**src/axis_framer_cfg_pkg.sv**
```systemverilog
package axis_framer_cfg_pkg;

   // default frame length width
   localparam int LEN_W = 8;

   // payload of one configuration write
   typedef struct packed {
      logic             enable;
      logic [LEN_W-1:0] length;
   } cfg_word_t;

   // decoded configuration, err is sticky until reset
   typedef struct packed {
      logic             en;
      logic [LEN_W-1:0] len;
      logic             err;
   } cfg_state_t;

endpackage

```
**src/axis_framer_stream_pkg.sv**
```systemverilog
package axis_framer_stream_pkg;

   // default data word width, the top passes its own value down
   localparam int DATA_W = 16;

   // statistics counter widths
   localparam int BEAT_CNT_W  = 32;
   localparam int FRAME_CNT_W = 16;

   // one beat on the master stream port
   typedef struct packed {
      logic [DATA_W-1:0] tdata;
      logic              tlast;
   } axis_beat_t;

   // accepted traffic seen on the stream port
   typedef struct packed {
      logic [BEAT_CNT_W-1:0]  beat_count;
      logic [FRAME_CNT_W-1:0] frame_count;
      logic                   frame_open;
   } frame_stats_t;

endpackage

```
**src/axis_framer_top.sv**
```systemverilog
`timescale 1ns/10ps

module axis_framer_top
   import axis_framer_stream_pkg::*;
   import axis_framer_cfg_pkg::*;
#(
   parameter int DATA_W       = axis_framer_stream_pkg::DATA_W,
   parameter int LEN_W        = axis_framer_cfg_pkg::LEN_W,
   parameter int FIFO_DEPTH_W = 4
) (
   input  logic              clk_i,
   input  logic              reset_i,

   input  logic              wr_i,
   input  logic [DATA_W-1:0] wr_data_i,
   output logic              full_o,

   input  logic              cfg_wr_i,
   input  cfg_word_t         cfg_i,
   output cfg_state_t        cfg_o,

   output logic              m_axis_tvalid_o,
   output axis_beat_t        m_axis_o,
   input  logic              m_axis_tready_i,

   output frame_stats_t      stats_o
);

   logic              fifo_read;
   logic              fifo_empty;
   logic [DATA_W-1:0] fifo_rdata;

   fifo_sync #(
      .DATA_W      (DATA_W),
      .FIFO_DEPTH_W(FIFO_DEPTH_W)
   ) fifo_inst (
      .clk_i    (clk_i),
      .reset_i  (reset_i),
      .wr_i     (wr_i),
      .wr_data_i(wr_data_i),
      .rd_i     (fifo_read),
      .rd_data_o(fifo_rdata),
      .empty_o  (fifo_empty),
      .full_o   (full_o)
   );

   // length updates wait for the open frame to close
   frame_cfg #(
      .LEN_W(LEN_W)
   ) cfg_inst (
      .clk_i       (clk_i),
      .reset_i     (reset_i),
      .cfg_wr_i    (cfg_wr_i),
      .cfg_i       (cfg_i),
      .frame_open_i(stats_o.frame_open),
      .cfg_o       (cfg_o)
   );

   fifo2axis #(
      .DATA_W(DATA_W),
      .LEN_W (LEN_W)
   ) framer_inst (
      .clk_i        (clk_i),
      .reset_i      (reset_i),
      .cfg_i        (cfg_o),
      .fifo_empty_i (fifo_empty),
      .fifo_read_o  (fifo_read),
      .fifo_rdata_i (fifo_rdata),
      .axis_tvalid_o(m_axis_tvalid_o),
      .axis_o       (m_axis_o),
      .axis_tready_i(m_axis_tready_i)
   );

   frame_stats #(
      .LEN_W(LEN_W)
   ) stats_inst (
      .clk_i   (clk_i),
      .reset_i (reset_i),
      .tvalid_i(m_axis_tvalid_o),
      .tready_i(m_axis_tready_i),
      .beat_i  (m_axis_o),
      .stats_o (stats_o)
   );

endmodule

```
**src/fifo2axis.sv**
```systemverilog
`timescale 1ns/10ps

module fifo2axis
   import axis_framer_stream_pkg::*;
   import axis_framer_cfg_pkg::*;
#(
   parameter int DATA_W = axis_framer_stream_pkg::DATA_W,
   parameter int LEN_W  = axis_framer_cfg_pkg::LEN_W
) (
   input  logic              clk_i,
   input  logic              reset_i,
   input  cfg_state_t        cfg_i,

   input  logic              fifo_empty_i,
   output logic              fifo_read_o,
   input  logic [DATA_W-1:0] fifo_rdata_i,

   output logic              axis_tvalid_o,
   output axis_beat_t        axis_o,
   input  logic              axis_tready_i
);

   logic              pipe_en;
   logic              rd_valid_q;
   logic [LEN_W-1:0]  len_last;
   logic [LEN_W-1:0]  word_cnt_q;
   logic              rd_last;
   logic              save;
   logic              saved_q;
   logic [DATA_W-1:0] saved_data_q;
   logic              saved_last_q;
   logic              out_valid_nxt;
   logic [DATA_W-1:0] out_data_nxt;
   logic              out_last_nxt;
   logic              out_valid_q;
   logic [DATA_W-1:0] out_data_q;
   logic              out_last_q;

   assign pipe_en     = axis_tready_i & cfg_i.en;
   assign fifo_read_o = axis_tready_i & ~fifo_empty_i & cfg_i.en;

   // fifo data valid one cycle after the read
   always_ff @(posedge clk_i) begin
      if (reset_i) begin
         rd_valid_q <= 1'b0;
      end else begin
         rd_valid_q <= fifo_read_o;
      end
   end

   assign len_last = cfg_i.len - 1'b1;
   assign rd_last  = (word_cnt_q == len_last);

   // all ones so the first read after enable counts as word 0
   always_ff @(posedge clk_i) begin
      if (reset_i || !cfg_i.en) begin
         word_cnt_q <= '1;
      end else if (fifo_read_o) begin
         word_cnt_q <= (word_cnt_q == len_last) ? '0 : word_cnt_q + 1'b1;
      end
   end

   // word read but output stalled, park it
   assign save = rd_valid_q & ~pipe_en;

   always_ff @(posedge clk_i) begin
      if (reset_i || pipe_en) begin
         saved_q <= 1'b0;
      end else if (rd_valid_q) begin
         saved_q <= 1'b1;
      end
   end

   always_ff @(posedge clk_i) begin
      if (save) begin
         saved_data_q <= fifo_rdata_i;
         saved_last_q <= rd_last;
      end
   end

   // skid word goes out before fresh fifo data
   always_comb begin
      if (saved_q) begin
         out_valid_nxt = 1'b1;
         out_data_nxt  = saved_data_q;
         out_last_nxt  = saved_last_q;
      end else begin
         out_valid_nxt = rd_valid_q;
         out_data_nxt  = fifo_rdata_i;
         out_last_nxt  = rd_valid_q & rd_last;
      end
   end

   // output pipeline register
   always_ff @(posedge clk_i) begin
      if (reset_i) begin
         out_valid_q <= 1'b0;
         out_last_q  <= 1'b0;
      end else if (pipe_en) begin
         out_valid_q <= out_valid_nxt;
         out_last_q  <= out_last_nxt;
      end
   end

   always_ff @(posedge clk_i) begin
      if (pipe_en) begin
         out_data_q <= out_data_nxt;
      end
   end

   assign axis_tvalid_o = out_valid_q;
   assign axis_o        = '{tdata: out_data_q, tlast: out_last_q};

endmodule

```
**src/fifo_sync.sv**
```systemverilog
`timescale 1ns/10ps

module fifo_sync #(
   parameter int DATA_W       = axis_framer_stream_pkg::DATA_W,
   parameter int FIFO_DEPTH_W = 4
) (
   input  logic              clk_i,
   input  logic              reset_i,
   input  logic              wr_i,
   input  logic [DATA_W-1:0] wr_data_i,
   input  logic              rd_i,
   output logic [DATA_W-1:0] rd_data_o,
   output logic              empty_o,
   output logic              full_o
);

   localparam int DEPTH = 2 ** FIFO_DEPTH_W;

   logic [DATA_W-1:0]       mem [DEPTH];
   logic [FIFO_DEPTH_W-1:0] wr_ptr;
   logic [FIFO_DEPTH_W-1:0] rd_ptr;
   logic [FIFO_DEPTH_W:0]   level;
   logic                    do_wr;
   logic                    do_rd;

   // writes when full and reads when empty are ignored
   assign do_wr   = wr_i & ~full_o;
   assign do_rd   = rd_i & ~empty_o;
   assign empty_o = (level == '0);
   assign full_o  = (level == (FIFO_DEPTH_W + 1)'(DEPTH));

   always_ff @(posedge clk_i) begin
      if (reset_i) begin
         wr_ptr <= '0;
         rd_ptr <= '0;
         level  <= '0;
      end else begin
         if (do_wr) begin
            wr_ptr <= wr_ptr + 1'b1;
         end
         if (do_rd) begin
            rd_ptr <= rd_ptr + 1'b1;
         end
         case ({do_wr, do_rd})
            2'b10:   level <= level + 1'b1;
            2'b01:   level <= level - 1'b1;
            default: level <= level;
         endcase
      end
   end

   always_ff @(posedge clk_i) begin
      if (do_wr) begin
         mem[wr_ptr] <= wr_data_i;
      end
   end

   // read data lands one cycle after the read pulse
   always_ff @(posedge clk_i) begin
      if (do_rd) begin
         rd_data_o <= mem[rd_ptr];
      end
   end

endmodule

```
**src/frame_cfg.sv**
```systemverilog
`timescale 1ns/10ps

module frame_cfg
   import axis_framer_cfg_pkg::*;
#(
   parameter int LEN_W = axis_framer_cfg_pkg::LEN_W
) (
   input  logic       clk_i,
   input  logic       reset_i,
   input  logic       cfg_wr_i,
   input  cfg_word_t  cfg_i,
   input  logic       frame_open_i,
   output cfg_state_t cfg_o
);

   logic             en_q;
   logic [LEN_W-1:0] len_q;
   logic             err_q;
   logic             len_zero;
   logic             len_free;

   assign len_zero = (cfg_i.length == '0);

   // length only moves while stopped and between frames
   assign len_free = ~en_q & ~frame_open_i;

   always_ff @(posedge clk_i) begin
      if (reset_i) begin
         en_q  <= 1'b0;
         len_q <= LEN_W'(1);
         err_q <= 1'b0;
      end else if (cfg_wr_i) begin
         en_q <= cfg_i.enable;
         if (len_zero) begin
            // zero length never reaches the framer
            err_q <= 1'b1;
         end else if (len_free) begin
            len_q <= cfg_i.length;
         end
      end
   end

   assign cfg_o = '{en: en_q, len: len_q, err: err_q};

endmodule

```
**src/frame_stats.sv**
```systemverilog
`timescale 1ns/10ps

module frame_stats
   import axis_framer_stream_pkg::*;
#(
   parameter int LEN_W = axis_framer_cfg_pkg::LEN_W
) (
   input  logic         clk_i,
   input  logic         reset_i,
   input  logic         tvalid_i,
   input  logic         tready_i,
   input  axis_beat_t   beat_i,
   output frame_stats_t stats_o
);

   logic                   accept;
   logic [BEAT_CNT_W-1:0]  beat_cnt_q;
   logic [FRAME_CNT_W-1:0] frame_cnt_q;
   logic [LEN_W-1:0]       open_beats_q;

   assign accept = tvalid_i & tready_i;

   always_ff @(posedge clk_i) begin
      if (reset_i) begin
         beat_cnt_q   <= '0;
         frame_cnt_q  <= '0;
         open_beats_q <= '0;
      end else if (accept) begin
         beat_cnt_q <= beat_cnt_q + 1'b1;
         if (beat_i.tlast) begin
            frame_cnt_q  <= frame_cnt_q + 1'b1;
            open_beats_q <= '0;
         end else if (open_beats_q != '1) begin
            // saturate so a long open frame never reads as closed
            open_beats_q <= open_beats_q + 1'b1;
         end
      end
   end

   assign stats_o = '{
      beat_count:  beat_cnt_q,
      frame_count: frame_cnt_q,
      frame_open:  (open_beats_q != '0)
   };

endmodule

```
**config.mk**
```make
export PLATFORM = sky130hd
export DESIGN_NAME = axis_framer_top
export DESIGN_NICKNAME = d
export VERILOG_FILES = /design/src/axis_framer_cfg_pkg.sv /design/src/axis_framer_stream_pkg.sv /design/src/axis_framer_top.sv /design/src/fifo2axis.sv /design/src/fifo_sync.sv /design/src/frame_cfg.sv /design/src/frame_stats.sv
export SDC_FILE = /design/constraint.sdc
export NUM_CORES = 1
export LEC_CHECK = 0
export ABC_AREA = 1
export BUFFER_PORTS_ARGS = -buffer_cell sky130_fd_sc_hd__buf_4
export CELL_PAD_IN_SITES_DETAIL_PLACEMENT = 1
export CELL_PAD_IN_SITES_GLOBAL_PLACEMENT = 2
export CORE_ASPECT_RATIO = 0.6
export CORE_MARGIN = 1.5
export CORE_UTILIZATION = 36
export CTS_BUF_LIST = sky130_fd_sc_hd__clkbuf_4
export DETAILED_ROUTE_END_ITERATION = 10
export PLACE_DENSITY = 0.85
export SLEW_MARGIN = 0
export SYNTH_ARGS = -nofsm -noshare
export SYNTH_HDL_FRONTEND = slang
export SYNTH_HIERARCHICAL = 1
export SYNTH_SLANG_ARGS = --single-unit
```
**constraint.sdc**
```tcl
create_clock -name clk_i -period 2.7 [get_ports clk_i]
set_input_delay 0.675 -clock clk_i [delete_from_list [all_inputs] [get_ports clk_i]]
set_output_delay 0.675 -clock clk_i [all_outputs]
set_load 0.01 [all_outputs]
```
==> impl_metrics.csv, run 1 <==
group,metric,value,unit
timing,finalCritPeriodShare,0.936,
timing,rsz_0062_raised_after_global_routing,"false",
logic_synthesis,synth.yosys.seq_area_share,0.611,
layout,final_cell_area,20900,µm²
layout,final_nets,2162,
logic_synthesis,syn_avg_cell_area,9.27,µm²
timing,fmax,396,MHz
floorplan,floorplan.io_pins,108,
placement,detailed_place_hpwl,32000,µm
worst_setup_path,cp_data_required_time,2.03,ns
power_and_ir_drop,vdd.ir_drop.worst,0.000267,V
global_routing,grt_max_degree,100,
floorplan,initial_cell_density_of_the_core,0.364,
timing,clock-skew-final,0.0651,ns
timing,maxSlewViolCount,0,
floorplan,chipHeight,176,µm
logic_synthesis,synth_cell_types,42,
worst_setup_path,crit_path_end_kind,"primary output",
flow_run,maxCapViolations,0,
global_routing,grt.overflow.total,0,
worst_setup_path,cp.buffers_inverters,1,
logic_synthesis,syn-num-nets,1985,
cts,clock_insertion_delay_worst_skew,0.79,ns
power_and_ir_drop,power_density_of_the_placed_cells,625,nW/µm²
drt,totalWireLength,48700,µm
logic_synthesis,postSynthRegisterBits,396,
placement,post_dp_cell_area,19600,µm²
cts,cts_sinks,396,
cts,clockBufferDepth,3,
layout,most-common-layout-cells,"567 x sky130_fd_sc_hd__nand2_1, 305 x sky130_fd_sc_hd__edfxtp_1, 301 x sky130_fd_sc_hd__inv_1",
drt,post_drt_wl_per_cell,17.1,µm
worst_setup_path,critical_path.cell_chain,"nor4_2 -> nand4_1 -> buf_4",
drt,antenna_violating_nets_post_route,0,
cts,clockRootBuffer,"sky130_fd_sc_hd__clkbuf_4",
worst_setup_path,critical_path.startpoint_type,"register",
worst_setup_path,worstPathArrival,1.85,ns
global_routing,grt_pass1_vias,14400,
floorplan,rows,63,
drt,wl_met1,24000,µm
logic_synthesis,cell_count_after_synthesis,1939,
placement,placement.io_buffers,107,
logic_synthesis,synth_largest_type_area_fraction,0.510,
floorplan,die_x,291,µm
logic_synthesis,top_cell_type_by_total_area_after_synthesis,"sky130_fd_sc_hd__edfxtp_1",
timing,max-slew-margin-rel,0.522,
drt,avgViaCountPerCell,4.79,
layout,mostFrequentLayoutCell,"sky130_fd_sc_hd__nand2_1",
worst_setup_path,kind_of_critical_path,"register to primary output",
cts,cts_tree,"yes",
cts,cts_made_buffers,99,
drt,firstDrtPassIters,5,
global_routing,grt_first_pass_wirelength,77700,µm
timing,transition_time_at_the_pin_with_the_least_slew_margin,0.712,ns
logic_synthesis,synth.area.top_cells,"sky130_fd_sc_hd__edfxtp_1 51%, sky130_fd_sc_hd__nand2_1 12%, sky130_fd_sc_hd__dfxtp_1 10%, sky130_fd_sc_hd__nand3_1 6.8%, sky130_fd_sc_hd__inv_1 6.3%",
logic_synthesis,ys.warnings.count,6,
drt,top_layer,"met4",
global_routing,track_usage,0.192,
drt,dr.first_iter.drc_count,790,
floorplan,core_area,49300,µm²
timing,timing_hold_violations_final,0,
drt,drc_violations_left,0,
logic_synthesis,mappedNetlistArea,18000,µm²
worst_setup_path,slowest_stage,"sky130_fd_sc_hd__dfxtp_1",
timing,setup_viol_count_final,0,
power_and_ir_drop,fin_total_pwr,13.0,mW
timing,fin_tns_setup,0,ns
layout,filler_cell_count,5744,
floorplan,fp.dieArea,51300,µm²
drt,met3_length,1970,µm
global_routing,antenna_found_initial,1,
cts,cts_hold_buffers,0,
drt,met2RoutedLength,21600,µm
worst_setup_path,crit_fanout,5,
worst_setup_path,cpLargestDelayFamily,"simple AND/OR/NAND/NOR gates",
min_path,worstHoldPathType,"primary input to register",
cts,cts_h_tree_lvls,3,
worst_setup_path,critical-path-max-stage-delay,0.37,ns
layout,flow.area_growth_from_synthesis,16.1,%
cts,clk_pin_slew_worst_paths,0.07,ns
layout,drive_gt1_frac,0.179,
power_and_ir_drop,p_leak,9.00,nW
placement,gpl.final_weighted_congestion,0.801,
run_status,status,"finished clean",
drt,route.vias.total,13600,
timing,fin_crit,2.53,ns
-- registers in the layout (all words and copies together), names as in the netlist, 4 cells and up --
register and count:
fifo_inst/mem 256, stats_inst/beat_cnt_q 32, fifo_inst/rd_data_o 16, framer_inst/out_data_q 16, framer_inst/saved_data_q 16, stats_inst/frame_cnt_q 16
cfg_inst/len_q 8, framer_inst/word_cnt_q 8, stats_inst/open_beats_q 8, fifo_inst/level 5, fifo_inst/rd_ptr 4, fifo_inst/wr_ptr 4
-- per-layer routing --
layer | vias up | global-route usage
met1 | 6624 | 0.269
met3 | 83 | 0.0368
met5 | - | 0
li1 | 6643 | -
met2 | 257 | 0.299
met4 | 0 | 0.0653
-- final timing paths --
path | start | endpoint | slack (ns) | cells past startpoint
max | stats_inst/open_beats_q[3] | stats_o[0] | 0.17 | 3
min | cfg_i[8] | cfg_inst/en_q | 0.13 | 3
max reg2reg | fifo_inst/level[1] | fifo_inst/level[3] | 0.24 | 13
min reg2reg | fifo_inst/rd_data_o[11] | framer_inst/saved_data_q[11] | 0.45 | 0
-- synthesized netlist by cell type --
master	instances
sky130_fd_sc_hd__buf_4	7
sky130_fd_sc_hd__nand2_2	10
sky130_fd_sc_hd__nand4_1	18
sky130_fd_sc_hd__nor2_2	13
sky130_fd_sc_hd__a31oi_1	4
sky130_fd_sc_hd__nand3_1	244
sky130_fd_sc_hd__nor3_2	3
sky130_fd_sc_hd__clkinv_1	3
sky130_fd_sc_hd__dfxtp_1	91
sky130_fd_sc_hd__o21ai_0	33
sky130_fd_sc_hd__nand2_4	2
sky130_fd_sc_hd__inv_2	9
sky130_fd_sc_hd__nand3b_1	2
sky130_fd_sc_hd__clkbuf_1	10
sky130_fd_sc_hd__ha_1	15
sky130_fd_sc_hd__a211oi_1	1
sky130_fd_sc_hd__or2_2	2
sky130_fd_sc_hd__xnor2_1	7
sky130_fd_sc_hd__a21oi_1	41
sky130_fd_sc_hd__buf_8	1
sky130_fd_sc_hd__inv_1	302
sky130_fd_sc_hd__buf_2	26
sky130_fd_sc_hd__nor3_4	1
sky130_fd_sc_hd__nand3_4	1
sky130_fd_sc_hd__or2_1	1
sky130_fd_sc_hd__nor2_8	3
sky130_fd_sc_hd__nor4_1	1
sky130_fd_sc_hd__o21bai_1	2
sky130_fd_sc_hd__o21a_1	2
sky130_fd_sc_hd__nor3_1	13
sky130_fd_sc_hd__nor2_1	142
sky130_fd_sc_hd__inv_4	2
sky130_fd_sc_hd__o21ai_1	4
sky130_fd_sc_hd__xor2_1	10
sky130_fd_sc_hd__nor3b_1	2
sky130_fd_sc_hd__buf_6	12
sky130_fd_sc_hd__buf_1	10
sky130_fd_sc_hd__edfxtp_1	305
sky130_fd_sc_hd__nand2_1	567
sky130_fd_sc_hd__nand3_2	6
sky130_fd_sc_hd__nor2_4	10
sky130_fd_sc_hd__fa_1	1
-- worst register-to-register path: cells and delay by family (launching register included) --
family | cells | cell delay (ns)
simple gates | 7 | 0.94
fa+ha+maj | 2 | 0.62
flops | 1 | 0.36
buf+inv | 3 | 0.30
compound gates | 1 | 0.14
-- cell type report --
type / instances / area, µm² / area share
flip-flops and latches: 396 / 11000 / 0.527
multi-input cells: 1161 / 5450 / 0.261
clock buffers: 161 / 1210 / 0.0580
inverters: 316 / 1200 / 0.0574
repair buffers: 142 / 1140 / 0.0547
well taps: 650 / 813 / 0.0390
clock inverters: 14 / 58.8 / 0.00282
diodes: 1 / 2.50 / 0.000120
-- kinds of logic after synthesis --
| group | after synthesis | share of synthesized area |
|---|---|---|
| AOI/OAI and AO/OA | 87 | 0.0252 |
| xor gates and xnor gates | 17 | 0.00829 |
| adders and majority gates | 16 | 0.0116 |
| buffers and inverters | 382 | 0.0890 |
| DFF | 396 | 0.611 |
| and+or+nand+nor | 1041 | 0.255 |
-- power by group --
part | total (mW) | switching (mW) | internal, mW
combinational | 1.12 | 0.758 | 0.357
sequential | 6.78 | 0.0794 | 6.70
clock | 5.14 | 2.46 | 2.67
total | 13.0 | 3.30 | 9.73
-- metrics by stage --
stage               setup slack (ns)  instances  utilization  hold slack [ns]
global route                  0.0334       2841        0.423           0.0692
finish                         0.174       2841        0.423            0.131
floorplan                      0.104       1939            -            0.427
global placement              0.0840       2664        0.396            0.434
detailed placement            0.0620       2664        0.396            0.439
CTS                          0.00827       2840        0.422           0.0331
-- repair_timing --
item | in CTS | in global routing
setup endpoints to repair | 1 | 3
pin swaps | 1 | 1
buffers inserted | 1 | 0
gates resized for setup | 0 | 4
(Power assumes the default switching activity.)
==> run 2: changes to the inputs <==
--- a/config.mk
+++ b/config.mk
@@ -11,10 +11,10 @@
 export CELL_PAD_IN_SITES_GLOBAL_PLACEMENT = 2
 export CORE_ASPECT_RATIO = 0.6
 export CORE_MARGIN = 1.5
-export CORE_UTILIZATION = 36
+export CORE_UTILIZATION = 43
 export CTS_BUF_LIST = sky130_fd_sc_hd__clkbuf_4
 export DETAILED_ROUTE_END_ITERATION = 10
-export PLACE_DENSITY = 0.85
+export PLACE_DENSITY = 0.94
 export SLEW_MARGIN = 0
 export SYNTH_ARGS = -nofsm -noshare
 export SYNTH_HDL_FRONTEND = slang
==> constraint.sdc (replaced) <==
create_clock -name clk_i -period 3 [get_ports clk_i]
set_input_delay 0.75 -clock clk_i [delete_from_list [all_inputs] [get_ports clk_i]]
set_output_delay 0.75 -clock clk_i [all_outputs]
set_load 0.01 [all_outputs]
==> run 2 against run 1 <==
  * Hold slack improved by 0.12 ns
  * Clock power decreased by 12%
  * Combinational power down 9%
  * Final cell count down 3.1%
  * First-iteration DRC count rose by 36%
  * Sequential share of layout area up 0.45 points
  * Non-clock buffer count up 3
  * Sequential power fell by 9.9%
  * Setup slack improved by 0.12 ns
  * Wire length up 5.9%
==> impl_metrics.csv, run 2 (synthesis results as in run 1) <==
group,metric,value,unit
floorplan,fp.dieArea,43100,µm²
timing,fmax,369,MHz
drt,drc_violations_left,0,
floorplan,chipHeight,161,µm
global_routing,grt.overflow.total,0,
power_and_ir_drop,vdd.ir_drop.worst,0.000260,V
timing,maxSlewViolCount,0,
flow_run,maxCapViolations,0,
global_routing,antenna_found_initial,2,
floorplan,die_x,267,µm
cts,clock_insertion_delay_worst_skew,0.79,ns
power_and_ir_drop,fin_total_pwr,11.7,mW
floorplan,core_area,40800,µm²
layout,finalCoreUtilization,0.507,
placement,detailed_place_hpwl,34500,µm
placement,gpl.final_weighted_congestion,0.845,
layout,biggestRegsByFlops,"fifo_inst/mem x256, stats_inst/beat_cnt_q x32",
drt,firstDrtPassIters,8,
drt,route.vias.total,14000,
power_and_ir_drop,p_leak,8.97,nW
cts,clk_pin_slew_worst_paths,0.07,ns
global_routing,track_usage,0.243,
cts,clockBufferDepth,3,
power_and_ir_drop,power_density_of_the_placed_cells,564,nW/µm²
timing,fin_tns_setup,0,ns
worst_setup_path,crit_fanout,5,
cts,cts_hold_buffers,0,
placement,placement.io_buffers,107,
layout,drive_gt1_frac,0.177,
floorplan,floorplan.io_pins,108,
placement,pre_cts_slack,0.352,ns
worst_setup_path,crit_path_end_kind,"primary output",
timing,clock-skew-final,0.0411,ns
global_routing,grt_first_pass_wirelength,81000,µm
drt,antenna_violating_nets_post_route,0,
drt,dr.first_iter.drc_count,1077,
layout,final_cell_area,20700,µm²
layout,final_nets,2162,
global_routing,grt_max_degree,132,
worst_setup_path,cp_data_required_time,2.25,ns
layout,flow.area_growth_from_synthesis,15.1,%
layout,filler_cell_count,4767,
timing,max-slew-margin-rel,0.393,
run_status,status,"finished clean",
cts,cts_post_setup_buffers_inserted,0,
worst_setup_path,critical_path.startpoint_type,"register",
layout,most-common-layout-cells,"567 x sky130_fd_sc_hd__nand2_1, 305 x sky130_fd_sc_hd__edfxtp_1, 302 x sky130_fd_sc_hd__inv_1",
cts,post_cts_resized,0,
timing,timing_hold_violations_final,0,
layout,mostFrequentLayoutCell,"sky130_fd_sc_hd__nand2_1",
layout,largest-register,"fifo_inst/mem",
drt,avgViaCountPerCell,5.09,
floorplan,initial_cell_density_of_the_core,0.440,
cts,clockRootBuffer,"sky130_fd_sc_hd__clkbuf_4",
timing,fin_crit,2.71,ns
cts,cts_tree,"yes",
global_routing,grt_pass1_vias,14800,
drt,totalWireLength,51600,µm
layout,number_of_flip_flops_under_the_largest_register_name,256,
timing,finalCritPeriodShare,0.904,
min_path,worstHoldPathType,"primary input to register",
drt,post_drt_wl_per_cell,18.7,µm
timing,transition_time_at_the_pin_with_the_least_slew_margin,0.910,ns
worst_setup_path,kind_of_critical_path,"register to primary output",
timing,fin_ws,0.289,ns
timing,rsz_0062_raised_after_global_routing,"false",
worst_setup_path,worstPathArrival,1.96,ns
placement,post_dp_cell_area,19400,µm²
cts,cts_sinks,396,
cts,cts_made_buffers,96,
cts,cts_h_tree_lvls,3,
floorplan,rows,57,
timing,setup_viol_count_final,0,
-- run 2: changes by cell type in the layout (fill, tap and decap cells not counted), moves of 2 or more --
cell / before / now
sky130_fd_sc_hd__nor2_1: 126 / 128
sky130_fd_sc_hd__buf_4: 136 / 142
sky130_fd_sc_hd__nor2_2: 29 / 27
sky130_fd_sc_hd__clkbuf_4: 161 / 153
sky130_fd_sc_hd__buf_12: 6 / 3
sky130_fd_sc_hd__clkinv_1: 12 / 15
sky130_fd_sc_hd__clkinv_2: 2 / 4
-- run 2: power breakdown --
group / switching (mW) / total (mW) / internal (mW)
Sequential: 0.0731 / 6.11 / 6.03
Clock: 2.23 / 4.54 / 2.31
Combinational: 0.707 / 1.02 / 0.317
-- run 2: worst paths after layout --
| kind | slack, ns | cells past startpoint | end | startpoint |
|---|---|---|---|---|
| setup / recovery | 0.29 | 3 | stats_o[0] | stats_inst/open_beats_q[3] |
| hold / removal | 0.25 | 3 | cfg_inst/en_q | cfg_i[8] |
| setup reg to reg | 0.56 | 14 | fifo_inst/level[4] | fifo_inst/level[0] |
| hold reg to reg | 0.44 | 0 | framer_inst/saved_data_q[4] | fifo_inst/rd_data_o[4] |
-- run 2: area by class of cell --
class / count / area (µm²) / share of cell area
flip-flops and latches: 396 / 11000 / 0.531
repair buffers: 145 / 1130 / 0.0545
diodes: 1 / 2.50 / 0.000121
multi-input cells: 1161 / 5430 / 0.263
clock buffers: 153 / 1150 / 0.0555
inverters: 316 / 1190 / 0.0577
clock inverters: 21 / 90.1 / 0.00436
well taps: 560 / 701 / 0.0339
-- run 2: critical path, cell delays in order (launching register included) --
cell,delay (ns)
sky130_fd_sc_hd__dfxtp_1,0.37
sky130_fd_sc_hd__nor4_1,0.30
sky130_fd_sc_hd__nand4_1,0.29
sky130_fd_sc_hd__buf_4,0.24
-- run 2: through the flow --
step,std cells,hold slack (ns)
2_1_floorplan,1939,0.427
3_3_place_gp,2578,0.433
3_5_place_dp,2578,0.434
4_1_cts,2752,0.165
5_1_grt,2753,0.181
6_report,2753,0.249
-- run 2: metal layers --
layer,global-route usage,part of all wire,vias up
li1,-,-,6648
met3,0.0467,0.062,90
met2,0.380,0.45,392
met5,0,0,-
met4,0.0780,0.021,0
met1,0.342,0.46,6873
==> run 3: changes to the inputs <==
--- a/config.mk
+++ b/config.mk
@@ -7,14 +7,12 @@
 export LEC_CHECK = 0
 export ABC_AREA = 1
 export BUFFER_PORTS_ARGS = -buffer_cell sky130_fd_sc_hd__buf_4
-export CELL_PAD_IN_SITES_DETAIL_PLACEMENT = 1
-export CELL_PAD_IN_SITES_GLOBAL_PLACEMENT = 2
 export CORE_ASPECT_RATIO = 0.6
 export CORE_MARGIN = 1.5
-export CORE_UTILIZATION = 43
+export CORE_UTILIZATION = 55
 export CTS_BUF_LIST = sky130_fd_sc_hd__clkbuf_4
 export DETAILED_ROUTE_END_ITERATION = 10
-export PLACE_DENSITY = 0.94
+export PLACE_DENSITY = 0.8
 export SLEW_MARGIN = 0
 export SYNTH_ARGS = -nofsm -noshare
 export SYNTH_HDL_FRONTEND = slang
==> run 3 against run 2 <==
  * Core utilization is 13 points higher
  * Total power down 2.0%
  * Hold slack lost 0.033 ns
  * Critical path depth unchanged
  * Wire length fell by 18%
  * Largest cell class unchanged
  * Largest power group unchanged
==> impl_metrics.csv, run 3 (synthesis results as in run 1) <==
group,metric,value,unit
run_status,status,"finished clean",
floorplan,die_x,236,µm
cts,cts_post_setup_buffers_inserted,0,
timing,rsz_0062_raised_after_global_routing,"false",
layout,drive_gt1_frac,0.166,
flow_run,maxCapViolations,0,
cts,clockBufferDepth,3,
power_and_ir_drop,clock_power_share,0.381,
power_and_ir_drop,sequentialPowerShare,0.533,
layout,number_of_flip_flops_under_the_largest_register_name,256,
worst_setup_path,crit_path_end_kind,"primary output",
layout,finalCoreUtilization,0.633,
power_and_ir_drop,p_leak,8.91,nW
cts,clockRootBuffer,"sky130_fd_sc_hd__clkbuf_4",
drt,totalWireLength,42200,µm
worst_setup_path,kind_of_critical_path,"register to primary output",
global_routing,antenna_found_initial,2,
power_and_ir_drop,combinationalPowerShare,0.086,
timing,fmax,369,MHz
drt,drc_violations_left,0,
placement,gpl.final_weighted_congestion,0.877,
timing,finalCritPeriodShare,0.903,
placement,placement.io_buffers,107,
timing,setup_viol_count_final,0,
power_and_ir_drop,p_int,8.61,mW
power_and_ir_drop,netSwitchingPower,2.83,mW
timing,fin_tns_setup,0,ns
timing,timing_hold_violations_final,0,
drt,antenna_violating_nets_post_route,0,
min_path,worstHoldPathType,"primary input to register",
global_routing,grt_first_pass_wirelength,66100,µm
cts,clk_pin_slew_worst_paths,0.07,ns
cts,cts_sinks,396,
drt,avgViaCountPerCell,5.22,
drt,route.vias.total,13600,
layout,largest-register,"fifo_inst/mem",
cts,cts_tree,"yes",
floorplan,floorplan.io_pins,108,
power_and_ir_drop,p_sw_frac,0.247,
layout,biggestRegsByFlops,"fifo_inst/mem x256, stats_inst/beat_cnt_q x32",
cts,cts_hold_buffers,0,
timing,fin_crit,2.71,ns
floorplan,chipHeight,143,µm
layout,final_nets,2152,
cts,clock_insertion_delay_worst_skew,0.80,ns
timing,maxSlewViolCount,0,
floorplan,core_area,32300,µm²
timing,hold-worst-slack,0.217,ns
cts,post_cts_resized,0,
worst_setup_path,crit_fanout,5,
worst_setup_path,cp_data_required_time,2.25,ns
layout,mostFrequentLayoutCell,"sky130_fd_sc_hd__nand2_1",
global_routing,grt.overflow.total,0,
drt,post_drt_wl_per_cell,16.2,µm
global_routing,grt_pass1_vias,12900,
timing,max-slew-margin-rel,0.412,
power_and_ir_drop,power_density_of_the_placed_cells,559,nW/µm²
drt,dr.first_iter.drc_count,1323,
placement,pre_cts_slack,0.384,ns
placement,detailed_place_hpwl,27100,µm
timing,transition_time_at_the_pin_with_the_least_slew_margin,0.883,ns
timing,fin_ws,0.291,ns
power_and_ir_drop,fin_total_pwr,11.4,mW
layout,most-common-layout-cells,"567 x sky130_fd_sc_hd__nand2_1, 305 x sky130_fd_sc_hd__edfxtp_1, 302 x sky130_fd_sc_hd__inv_1",
global_routing,grt_max_degree,132,
floorplan,fp.dieArea,33800,µm²
floorplan,rows,51,
worst_setup_path,critical_path.startpoint_type,"register",
worst_setup_path,worstPathArrival,1.96,ns
power_and_ir_drop,vdd.ir_drop.worst,0.000314,V
layout,flow.area_growth_from_synthesis,13.8,%
floorplan,initial_cell_density_of_the_core,0.556,
timing,clock-skew-final,0.0585,ns
global_routing,track_usage,0.252,
cts,cts_h_tree_lvls,3,
cts,cts_made_buffers,91,
drt,firstDrtPassIters,5,
[run 3: path summary, 6_finish.rpt]
kind	from	endpoint	slack, ns	cells after the start
setup reg to reg	fifo_inst/level[3]	fifo_inst/level[4]	0.58	17
hold reg to reg	fifo_inst/rd_data_o[11]	framer_inst/saved_data_q[11]	0.44	0
hold / removal	cfg_i[8]	cfg_inst/en_q	0.22	3
setup / recovery	stats_inst/open_beats_q[2]	stats_o[0]	0.29	3
[run 3: metal layers]
metal	wire, µm	part of all wire	track usage
met5	0	0	0
met1	19300	0.46	0.362
met4	1040	0.025	0.0985
met3	3290	0.078	0.0462
met2	18600	0.44	0.383
[run 3: through the flow]
stage | cell area (µm²) | std cells
2_1_floorplan | 18000 | 1939
3_3_place_gp | 19300 | 2437
3_5_place_dp | 19300 | 2437
4_1_cts | 20400 | 2600
5_1_grt | 20400 | 2602
6_report | 20400 | 2603
[run 3: power by group through the flow]
stage	Combinational, mW	Sequential [mW]	Clock (mW)
floorplan	0.635	6.21	0
global route	1.10	6.11	4.71
global placement	0.939	6.22	0
detailed placement	0.973	6.22	0
CTS	0.979	6.10	4.46
finish	0.983	6.10	4.35
[run 3: layout make-up]
| class | instances | area (µm²) |
|---|---|---|
| antenna | 3 | 7.51 |
| clock buffer | 137 | 1030 |
| tap | 424 | 531 |
| timing repair buffer | 140 | 1110 |
| inverter | 316 | 1190 |
| clock inverter | 26 | 155 |
| sequential | 396 | 11000 |
| multi-input combinational | 1161 | 5430 |
| fill | 2588 | 11800 |
[run 3: worst max-delay path: stages, from the launching register on]
cell	delay (ns)
sky130_fd_sc_hd__dfxtp_1	0.35
sky130_fd_sc_hd__nor4_1	0.34
sky130_fd_sc_hd__nand4_1	0.27
sky130_fd_sc_hd__buf_4	0.23
